File: config.mk
export PLATFORM = sky130hd
export DESIGN_NAME = lsq_top
export DESIGN_NICKNAME = d
export VERILOG_FILES = /design/src/hdl/lsq_pkg.sv /design/src/hdl/mem_req_if.sv /design/src/hdl/apb_mem_port.sv /design/src/hdl/load_queue.sv /design/src/hdl/lsq_top.sv /design/src/hdl/store_queue.sv
export VERILOG_INCLUDE_DIRS = /design/src /design/src/hdl
export SDC_FILE = /design/constraint.sdc
export NUM_CORES = 2
export LEC_CHECK = 0
export BUFFER_PORTS_ARGS = -buffer_cell sky130_fd_sc_hd__buf_2
export CAP_MARGIN = 20
export CORE_UTILIZATION = 53
export CTS_CLUSTER_DIAMETER = 40
export DETAILED_ROUTE_END_ITERATION = 8
export PLACE_DENSITY = 0.7
export SLEW_MARGIN = 0
export SYNTH_ARGS = -nofsm -noshare
export SYNTH_HDL_FRONTEND = slang
export SYNTH_SLANG_ARGS = --single-unit
File: constraint.sdc
create_clock -name clock -period 8.8 [get_ports clock]
set_input_delay 0.88 -clock clock [delete_from_list [all_inputs] [get_ports clock]]
set_output_delay 0.88 -clock clock [all_outputs]
set_load 0.01 [all_outputs]
File: src/hdl/lsq_cfg.svh
//////////////////////////////////////////////////
// Widths and queue depths for the load/store queue
// Queue depths must be powers of two
// PRF and ROB sizes set the tag and index widths
//////////////////////////////////////////////////

`ifndef LSQ_CFG_SVH
`define LSQ_CFG_SVH

`define LSQ_DATA_W		64	// Register and memory word
`define LSQ_ADDR_W		32	// APB byte address
`define LSQ_PRF_SIZE	64	// Physical registers
`define LSQ_ROB_SIZE	32	// Reorder buffer entries

// Queue depths
`define LQ_DEPTH		8
`define SQ_DEPTH		8

`endif

File: src/hdl/lsq_pkg.sv
//////////////////////////////////////////////////
// Shared types of the load/store queue
// Queue pointers carry one extra wrap bit
//////////////////////////////////////////////////

`include "lsq_cfg.svh"

package lsq_pkg;

	typedef logic [`LSQ_DATA_W-1:0]				data_t;
	typedef logic [`LSQ_ADDR_W-1:0]				addr_t;		// Low bits of base plus offset
	typedef logic [$clog2(`LSQ_PRF_SIZE)-1:0]	prf_tag_t;
	typedef logic [$clog2(`LSQ_ROB_SIZE)-1:0]	rob_idx_t;
	typedef logic [$clog2(`LQ_DEPTH):0]			lq_ptr_t;	// MSB tells full from empty
	typedef logic [$clog2(`SQ_DEPTH):0]			sq_ptr_t;

	// Operation presented by dispatch
	typedef enum logic [1:0] {
		OP_NONE,
		OP_LOAD,
		OP_STORE
	} mem_op_t;

	// APB requester phases
	typedef enum logic [1:0] {
		APB_IDLE,
		APB_SETUP,
		APB_ACCESS
	} apb_state_t;

	////////////////////////////////////////////////
	// Operand wakeup
	////////////////////////////////////////////////

	// High when a waiting operand sees its tag on a valid CDB broadcast
	function automatic logic operand_wake(
		input logic		ready,
		input prf_tag_t	tag,
		input logic		cdb_valid,
		input prf_tag_t	cdb_tag
	);
		return !ready && cdb_valid && (tag == cdb_tag);
	endfunction

endpackage

File: src/hdl/mem_req_if.sv
//////////////////////////////////////////////////
// Request channel from one queue head to memory
// req, addr and wdata hold steady until done
//////////////////////////////////////////////////

`include "lsq_cfg.svh"

interface mem_req_if import lsq_pkg::*; ();

	logic	req;	// Head wants an access
	logic	write;	// Store access
	addr_t	addr;
	data_t	wdata;
	logic	done;	// One cycle at the end of the access
	data_t	rdata;	// Valid with done

	modport queue (
		output req,
		output write,
		output addr,
		output wdata,
		input  done,
		input  rdata
	);

	modport port (
		input  req,
		input  write,
		input  addr,
		input  wdata,
		output done,
		output rdata
	);

endinterface

File: src/hdl/apb_mem_port.sv
//////////////////////////////////////////////////
// APB requester, one access in flight
// Load request wins over a waiting store
// done follows pready in the access phase
//////////////////////////////////////////////////

`include "lsq_cfg.svh"

module apb_mem_port import lsq_pkg::*; (
	input  logic		clock,
	input  logic		reset,
	input  logic		pready,
	input  data_t		prdata,
	output logic		psel,
	output logic		penable,
	output logic		pwrite,
	output addr_t		paddr,
	output data_t		pwdata,
	mem_req_if.port		load_req,
	mem_req_if.port		store_req
);

	apb_state_t	state;
	logic		owner_store;	// Winner of the current access
	logic		start, pick_store, finish;

	assign start		= (state == APB_IDLE) && (load_req.req || store_req.req);
	assign pick_store	= !load_req.req;
	assign finish		= (state == APB_ACCESS) && pready;

	assign psel		= (state != APB_IDLE);
	assign penable	= (state == APB_ACCESS);

	// Completion back to the winning queue
	assign load_req.done	= finish && !owner_store;
	assign store_req.done	= finish && owner_store;
	assign load_req.rdata	= prdata;
	assign store_req.rdata	= prdata;

	////////////////////////////////////////////////
	// Phase FSM
	////////////////////////////////////////////////

	always_ff @(posedge clock) begin
		if (reset) begin
			state <= APB_IDLE;
		end else begin
			case (state)
				APB_IDLE: begin
					if (start)
						state <= APB_SETUP;
				end
				APB_SETUP: state <= APB_ACCESS;
				APB_ACCESS: begin
					if (pready)
						state <= APB_IDLE;	// Wait states hold the access
				end
				default: state <= APB_IDLE;
			endcase
		end
	end

	// Address phase registers stay put until pready
	always_ff @(posedge clock) begin
		if (start) begin
			owner_store	<= pick_store;
			pwrite		<= pick_store ? store_req.write : load_req.write;
			paddr		<= pick_store ? store_req.addr : load_req.addr;
			pwdata		<= pick_store ? store_req.wdata : load_req.wdata;
		end
	end

endmodule

File: src/hdl/load_queue.sv
//////////////////////////////////////////////////
// Circular load buffer, one dispatch per cycle
// Head load reads only after all older stores drain
// An access in flight at a flush completes unused
//////////////////////////////////////////////////

`include "lsq_cfg.svh"

module load_queue import lsq_pkg::*; (
	input  logic		clock,
	input  logic		reset,
	input  logic		mispredict,
	input  mem_op_t		dispatch_op,
	input  data_t		base_value,
	input  prf_tag_t	base_tag,
	input  logic		base_ready,
	input  data_t		offset,
	input  rob_idx_t	rob_idx,
	input  prf_tag_t	dest_tag,
	input  logic		cdb_in_valid,
	input  prf_tag_t	cdb_in_tag,
	input  data_t		cdb_in_data,
	input  sq_ptr_t		sq_tail,
	input  sq_ptr_t		sq_head,
	output logic		lq_full,
	output logic		cdb_out_valid,
	output prf_tag_t	cdb_out_tag,
	output data_t		cdb_out_data,
	output rob_idx_t	cdb_out_rob_idx,
	mem_req_if.queue	mem
);

	localparam int IW = $clog2(`LQ_DEPTH);

	// Entry fields
	data_t		base_q		[`LQ_DEPTH];
	prf_tag_t	base_tag_q	[`LQ_DEPTH];
	logic		base_rdy_q	[`LQ_DEPTH];
	data_t		offset_q	[`LQ_DEPTH];
	rob_idx_t	rob_q		[`LQ_DEPTH];
	prf_tag_t	dest_q		[`LQ_DEPTH];
	sq_ptr_t	sq_mark_q	[`LQ_DEPTH];	// SQ tail seen at dispatch
	data_t		data_q		[`LQ_DEPTH];
	logic		loaded_q	[`LQ_DEPTH];

	lq_ptr_t		head, tail;
	logic [IW-1:0]	head_idx, tail_idx;
	logic			empty, do_disp, disp_wake, eligible;
	logic			issued;		// Request already on its way
	logic			stale;		// Head access belongs to a flushed load
	logic			keep, bcast;
	data_t			eff_addr;

	assign head_idx	= head[IW-1:0];
	assign tail_idx	= tail[IW-1:0];
	assign empty	= (head == tail);
	assign lq_full	= (head[IW] != tail[IW]) && (head_idx == tail_idx);
	assign do_disp	= (dispatch_op == OP_LOAD) && !lq_full && !mispredict;
	assign disp_wake = operand_wake(base_ready, base_tag, cdb_in_valid, cdb_in_tag);

	////////////////////////////////////////////////
	// Memory request from the head
	////////////////////////////////////////////////

	assign eligible	= base_rdy_q[head_idx] && (sq_head == sq_mark_q[head_idx]);
	assign mem.req	= !empty && !loaded_q[head_idx] && (issued || eligible);
	assign eff_addr	= base_q[head_idx] + offset_q[head_idx];
	assign mem.addr	= eff_addr[`LSQ_ADDR_W-1:0];
	assign mem.write = 1'b0;
	assign mem.wdata = '0;
	assign keep		= mem.req && !mem.done;	// Must stay up across a flush
	assign bcast	= !empty && loaded_q[head_idx] && !stale;

	always_ff @(posedge clock) begin
		if (reset) begin
			head			<= '0;
			tail			<= '0;
			issued			<= 1'b0;
			stale			<= 1'b0;
			cdb_out_valid	<= 1'b0;
		end else begin
			issued			<= keep;
			cdb_out_valid	<= 1'b0;
			if (mispredict) begin
				tail	<= head + lq_ptr_t'(keep);	// Only an access in flight survives
				stale	<= keep;
			end else begin
				if (do_disp)
					tail <= tail + 1'b1;
				if (mem.done && stale) begin
					head	<= head + 1'b1;		// Drop the discarded read
					stale	<= 1'b0;
				end else if (bcast) begin
					head			<= head + 1'b1;
					cdb_out_valid	<= 1'b1;
				end
			end
		end
	end

	// Result broadcast payload
	always_ff @(posedge clock) begin
		if (bcast) begin
			cdb_out_tag		<= dest_q[head_idx];
			cdb_out_data	<= data_q[head_idx];
			cdb_out_rob_idx	<= rob_q[head_idx];
		end
	end

	////////////////////////////////////////////////
	// Entry writes
	////////////////////////////////////////////////

	always_ff @(posedge clock) begin
		for (int i = 0; i < `LQ_DEPTH; i++) begin
			if (operand_wake(base_rdy_q[i], base_tag_q[i], cdb_in_valid, cdb_in_tag)) begin
				base_q[i]		<= cdb_in_data;
				base_rdy_q[i]	<= 1'b1;
			end
		end
		if (mem.done && !stale) begin
			data_q[head_idx]	<= mem.rdata;
			loaded_q[head_idx]	<= 1'b1;
		end
		if (do_disp) begin
			base_q[tail_idx]		<= disp_wake ? cdb_in_data : base_value;
			base_tag_q[tail_idx]	<= base_tag;
			base_rdy_q[tail_idx]	<= base_ready || disp_wake;
			offset_q[tail_idx]		<= offset;
			rob_q[tail_idx]			<= rob_idx;
			dest_q[tail_idx]		<= dest_tag;
			sq_mark_q[tail_idx]		<= sq_tail;
			loaded_q[tail_idx]		<= 1'b0;
		end
	end

endmodule

File: src/hdl/lsq_top.sv
//////////////////////////////////////////////////
// Load/store queue top for one thread
// Dispatch is dropped while either queue is full
//////////////////////////////////////////////////

`include "lsq_cfg.svh"

module lsq_top import lsq_pkg::*; (
	input  logic		clock,
	input  logic		reset,
	input  logic		mispredict,
	// Dispatch
	input  mem_op_t		dispatch_op,
	input  data_t		base_value,
	input  prf_tag_t	base_tag,
	input  logic		base_ready,
	input  data_t		data_value,
	input  prf_tag_t	data_tag,
	input  logic		data_ready,
	input  data_t		offset,
	input  rob_idx_t	rob_idx,
	input  prf_tag_t	dest_tag,
	output logic		lsq_full,
	// CDB in and out
	input  logic		cdb_in_valid,
	input  prf_tag_t	cdb_in_tag,
	input  data_t		cdb_in_data,
	output logic		cdb_out_valid,
	output prf_tag_t	cdb_out_tag,
	output data_t		cdb_out_data,
	output rob_idx_t	cdb_out_rob_idx,
	// ROB commit
	input  rob_idx_t	rob_head,
	input  logic		rob_head_valid,
	output logic		store_done,
	output rob_idx_t	store_rob_idx,
	// APB
	output logic		psel,
	output logic		penable,
	output logic		pwrite,
	output addr_t		paddr,
	output data_t		pwdata,
	input  logic		pready,
	input  data_t		prdata
);

	logic		lq_full, sq_full;
	sq_ptr_t	sq_tail, sq_head;
	mem_op_t	disp_op;

	mem_req_if load_req ();
	mem_req_if store_req ();

	assign lsq_full	= lq_full | sq_full;
	assign disp_op	= lsq_full ? OP_NONE : dispatch_op;	// A full partner blocks both

	load_queue lq0 (
		.clock(clock), .reset(reset), .mispredict(mispredict),
		.dispatch_op(disp_op), .base_value(base_value), .base_tag(base_tag),
		.base_ready(base_ready), .offset(offset), .rob_idx(rob_idx), .dest_tag(dest_tag),
		.cdb_in_valid(cdb_in_valid), .cdb_in_tag(cdb_in_tag), .cdb_in_data(cdb_in_data),
		.sq_tail(sq_tail), .sq_head(sq_head), .lq_full(lq_full),
		.cdb_out_valid(cdb_out_valid), .cdb_out_tag(cdb_out_tag),
		.cdb_out_data(cdb_out_data), .cdb_out_rob_idx(cdb_out_rob_idx),
		.mem(load_req.queue)
	);

	store_queue sq0 (
		.clock(clock), .reset(reset), .mispredict(mispredict),
		.dispatch_op(disp_op), .base_value(base_value), .base_tag(base_tag),
		.base_ready(base_ready), .data_value(data_value), .data_tag(data_tag),
		.data_ready(data_ready), .offset(offset), .rob_idx(rob_idx),
		.cdb_in_valid(cdb_in_valid), .cdb_in_tag(cdb_in_tag), .cdb_in_data(cdb_in_data),
		.rob_head(rob_head), .rob_head_valid(rob_head_valid), .sq_full(sq_full),
		.sq_tail(sq_tail), .sq_head(sq_head), .store_done(store_done),
		.store_rob_idx(store_rob_idx), .mem(store_req.queue)
	);

	apb_mem_port apb0 (
		.clock(clock), .reset(reset), .pready(pready), .prdata(prdata),
		.psel(psel), .penable(penable), .pwrite(pwrite), .paddr(paddr), .pwdata(pwdata),
		.load_req(load_req.port), .store_req(store_req.port)
	);

endmodule

File: src/hdl/store_queue.sv
//////////////////////////////////////////////////
// Circular store buffer in program order
// Head writes only as the oldest ROB instruction
// A write in flight at a flush completes silently
//////////////////////////////////////////////////

`include "lsq_cfg.svh"

module store_queue import lsq_pkg::*; (
	input  logic		clock,
	input  logic		reset,
	input  logic		mispredict,
	input  mem_op_t		dispatch_op,
	input  data_t		base_value,
	input  prf_tag_t	base_tag,
	input  logic		base_ready,
	input  data_t		data_value,
	input  prf_tag_t	data_tag,
	input  logic		data_ready,
	input  data_t		offset,
	input  rob_idx_t	rob_idx,
	input  logic		cdb_in_valid,
	input  prf_tag_t	cdb_in_tag,
	input  data_t		cdb_in_data,
	input  rob_idx_t	rob_head,
	input  logic		rob_head_valid,
	output logic		sq_full,
	output sq_ptr_t		sq_tail,
	output sq_ptr_t		sq_head,
	output logic		store_done,
	output rob_idx_t	store_rob_idx,
	mem_req_if.queue	mem
);

	localparam int IW = $clog2(`SQ_DEPTH);

	data_t		base_q		[`SQ_DEPTH];
	prf_tag_t	base_tag_q	[`SQ_DEPTH];
	logic		base_rdy_q	[`SQ_DEPTH];
	data_t		data_q		[`SQ_DEPTH];
	prf_tag_t	data_tag_q	[`SQ_DEPTH];
	logic		data_rdy_q	[`SQ_DEPTH];
	data_t		offset_q	[`SQ_DEPTH];
	rob_idx_t	rob_q		[`SQ_DEPTH];

	logic [IW-1:0]	head_idx, tail_idx;
	logic			empty, do_disp, base_wake, data_wake, commit_ok;
	logic			issued, stale, keep;
	data_t			eff_addr;

	assign head_idx	= sq_head[IW-1:0];
	assign tail_idx	= sq_tail[IW-1:0];
	assign empty	= (sq_head == sq_tail);
	assign sq_full	= (sq_head[IW] != sq_tail[IW]) && (head_idx == tail_idx);
	assign do_disp	= (dispatch_op == OP_STORE) && !sq_full && !mispredict;
	assign base_wake = operand_wake(base_ready, base_tag, cdb_in_valid, cdb_in_tag);
	assign data_wake = operand_wake(data_ready, data_tag, cdb_in_valid, cdb_in_tag);

	// Commit check against the ROB head
	assign commit_ok = base_rdy_q[head_idx] && data_rdy_q[head_idx] &&
		rob_head_valid && (rob_head == rob_q[head_idx]);

	assign mem.req		= !empty && (issued || commit_ok);
	assign mem.write	= 1'b1;
	assign eff_addr		= base_q[head_idx] + offset_q[head_idx];
	assign mem.addr		= eff_addr[`LSQ_ADDR_W-1:0];
	assign mem.wdata	= data_q[head_idx];
	assign keep			= mem.req && !mem.done;

	////////////////////////////////////////////////
	// Pointers and completion
	////////////////////////////////////////////////

	always_ff @(posedge clock) begin
		if (reset) begin
			sq_head		<= '0;
			sq_tail		<= '0;
			issued		<= 1'b0;
			stale		<= 1'b0;
			store_done	<= 1'b0;
		end else begin
			issued		<= keep;
			store_done	<= 1'b0;
			if (mispredict) begin
				sq_tail	<= sq_head + sq_ptr_t'(keep);
				stale	<= keep;
			end else begin
				if (do_disp)
					sq_tail <= sq_tail + 1'b1;
				if (mem.done) begin
					sq_head		<= sq_head + 1'b1;
					stale		<= 1'b0;
					store_done	<= !stale;	// Flushed writes are not reported
				end
			end
		end
	end

	always_ff @(posedge clock) begin
		if (mem.done)
			store_rob_idx <= rob_q[head_idx];
	end

	// Entry writes, dispatch last so it wins on the tail slot
	always_ff @(posedge clock) begin
		for (int i = 0; i < `SQ_DEPTH; i++) begin
			if (operand_wake(base_rdy_q[i], base_tag_q[i], cdb_in_valid, cdb_in_tag)) begin
				base_q[i]		<= cdb_in_data;
				base_rdy_q[i]	<= 1'b1;
			end
			if (operand_wake(data_rdy_q[i], data_tag_q[i], cdb_in_valid, cdb_in_tag)) begin
				data_q[i]		<= cdb_in_data;
				data_rdy_q[i]	<= 1'b1;
			end
		end
		if (do_disp) begin
			base_q[tail_idx]		<= base_wake ? cdb_in_data : base_value;
			base_tag_q[tail_idx]	<= base_tag;
			base_rdy_q[tail_idx]	<= base_ready || base_wake;
			data_q[tail_idx]		<= data_wake ? cdb_in_data : data_value;
			data_tag_q[tail_idx]	<= data_tag;
			data_rdy_q[tail_idx]	<= data_ready || data_wake;
			offset_q[tail_idx]		<= offset;
			rob_q[tail_idx]			<= rob_idx;
		end
	end

endmodule

==> metrics <==
Pwr Density 227 nW/um^2; vias in the first global route 64100; final core occ 62.0%; # fillers 14700; Final Setup Violations 0; Cell variety after synth 78; hold path cells 1; min setup slack post-route 2890 ps; Synth area leaders edfxtp_1, mux4_2, mux2_2; core area 208000 sq um; Crit Path Category register to register; quantity of gates resized following cts 0; hold path endpoint lq0.data_q[3][39]$_DFFE_PP_; leakage 42.8 nW; Clk Latency, worst-skew pair 980 ps; Detailed Route WL 297000 microns; CP Data Required Time 9460 ps; Mapped Area 111000 sq um; Layout Nets 7692; DRC violations left 0; critical path capture point type register; hold path startpoint prdata[39]; die area 212000 sq um; Post-Syn Area per Cell 16.5 sq um; grt met3 use 7.17%; final hold vios 0; Final Slew Violations 0; 1st-pass router iterations 6; worst slew pin tran 1210 ps; cell accounting for the most synthesized area edfxtp_1; Max rail drop VDD 231 uV; reg2reg path depth 13; clk sinks 2591; Avg WL per Cell 28.6 microns; Fmax 0.169 GHz; routed vias 64300; top cell type's share of synthesized area 68.2%; input/output buffers 481; Initial Utilization 53.6%; Critical Path Source Type register; total gr overflow 0; Clock transition at path regs 60 ps; Final ANT Viol Nets 0; CTS root buffer clkbuf_16; DR vias/cell 6.21; setup repair bufs after CTS 0; Tcrit/Tclk final 67.2%; grt met1 use 38.0%; R2R Path End apb0.paddr[27]$_DFFE_PP_; DR iter-0 viols 7440; global-route wire length before repair 427000 microns; busiest grt layer met2; Synth Warn # 0; clock tree buffer depth 4; top cells by count, synth edfxtp_1, mux2_2, mux4_2; Setup WS pre-CTS 3020 ps; reg2reg setup slack 2890 ps; worst-path fanout max 36; placed instance area 116000 sq um; number of max-cap violations 0; Post-synth top flop edfxtp_1; Vert. Die Dim 460 microns; CTS tree yes; Final Instance Area 129000 sq um; Rows 167; Relative slew margins 18.5%; Final Skew 85.1 ps; worst min-delay path class input pin to register; GR Layer Usage met2 43.3%; Detailed Place HPWL 166000 microns; TritonCTS Buffers 364; pin count of the biggest net entering global routing 121; I/O pin total 546; hold_buf cts 0; FF+latch count, synth 2591; Synth async-reset ratio 0%; Max H-tree Level 5; min Tclk post-route 5910 ps; layout cells sized above 1 28.2%; Die W 460 microns; sequential area share after synthesis 69.3%; Post-synth EDFFs 2529; crit path DAT 6570 ps; Final TNS setup 0 ps; post-synth net total 7201; Cells after Synth 6765; RSZ-0062 raised after global routing no; outcome complete, no violations; initial antenna violation count 80; Synth-to-Final Area Change 15.7%; total global-route track usage 27.8%; GPL Wtd Cong 0.891; most common cell in the synthesized netlist edfxtp_1
==> flip-flops by register name, indices dropped and copies added, names as in the netlist, 40 cells and up, named ones only <==
| register | flops |
|---|---|
| apb0.pwdata | 64 |
| lq0.base_q | 256 |
| lq0.base_tag_q | 48 |
| lq0.cdb_out_data | 64 |
| lq0.data_q | 512 |
| lq0.dest_q | 48 |
| lq0.offset_q | 256 |
| lq0.rob_q | 40 |
| sq0.base_q | 256 |
| sq0.base_tag_q | 48 |
| sq0.data_q | 512 |
| sq0.data_tag_q | 48 |
| sq0.offset_q | 256 |
| sq0.rob_q | 40 |
==> worst max-delay path, cell delays in order, from the launching register on <==
cell and delay (ps):
dfxtp_4 760, buf_4 720, mux4_2 600, mux2_2 340
ha_1 400, and4_1 270, and3_1 180, a211oi_1 210
o21ai_1 170, a211oi_1 890, o21ai_0 400, a21oi_1 270
xor2_1 170, mux2i_1 90
==> per-stage QoR <==
stage / instances / hold slack (ps) / power, W
finish: 10400 / 163 / 0.0292
global route: 10300 / 133 / 0.0300
CTS: 10300 / 93.8 / 0.0293
detailed placement: 9655 / 435 / 0.0149
global placement: 9649 / 415 / 0.0149
floorplan: 6765 / 399 / 0.0145
==> cell families (layout without fill, tap and decap cells) <==
logic type                 after synthesis  after routing  synth area share (%)
buffers and inverters                  560           1334                  2.11
xor gates and xnor gates               249            249                  1.96
DFF                                   2591           2591                  69.3
AOI/OAI and AO/OA                     1071           1071                  5.82
other                                    0             32                     0
muxes                                 1167           1167                  15.8
adders and majority gates               72             72                 0.823
and+or+nand+nor                       1055           1055                  4.20
==> report_power, final <==
group          internal, W  switching [W]  total (W)  leakage, nW
clock network      0.00906        0.00546     0.0145         5.85
logic             0.000386       0.000637    0.00102         13.7
registers           0.0136      0.0000349     0.0137         23.3
total               0.0231        0.00614     0.0292         42.8
==> routing by layer <==
metal | share of wire [%] | routed length (microns)
met1 | 39 | 116000
met2 | 47 | 139000
met3 | 10 | 30900
met4 | 3.2 | 9450
met5 | 0.13 | 397
==> cell usage in the layout (no fill, tap or decap), types with 256 or more instances in the layout <==
cell and count:
nand2_1 390, a22oi_1 301, buf_2 481, mux2_2 430, a21oi_1 256, edfxtp_1 2529
mux4_2 405, nor2_1 362, clkbuf_16 372, o21ai_0 379
==> final cells by class <==
cell class | count | area, sq um | area share, %
clock buffer | 424 | 9560 | 7.42
clock inverter | 225 | 2540 | 1.97
antenna | 32 | 80.1 | 0.0621
tap | 2788 | 3490 | 2.71
sequential | 2591 | 77200 | 59.9
multi-input combinational | 3614 | 32100 | 24.9
inverter | 50 | 199 | 0.154
timing repair buffer | 635 | 3640 | 2.82
==> worst max-delay path by stage <==
stage	end	slack (ps)	depth (start not counted)
finish	apb0.paddr[27]$_DFFE_PP_	2890	13
global route	apb0.paddr[25]$_DFFE_PP_	2530	13
CTS	apb0.paddr[27]$_DFFE_PP_	2940	13
detailed placement	apb0.paddr[31]$_DFFE_PP_	3020	13
global placement	apb0.paddr[31]$_DFFE_PP_	3000	13
floorplan	lq0.data_q[0][0]$_DFFE_PP_	620	4
Note: power is estimated with default switching activity, not from simulation.
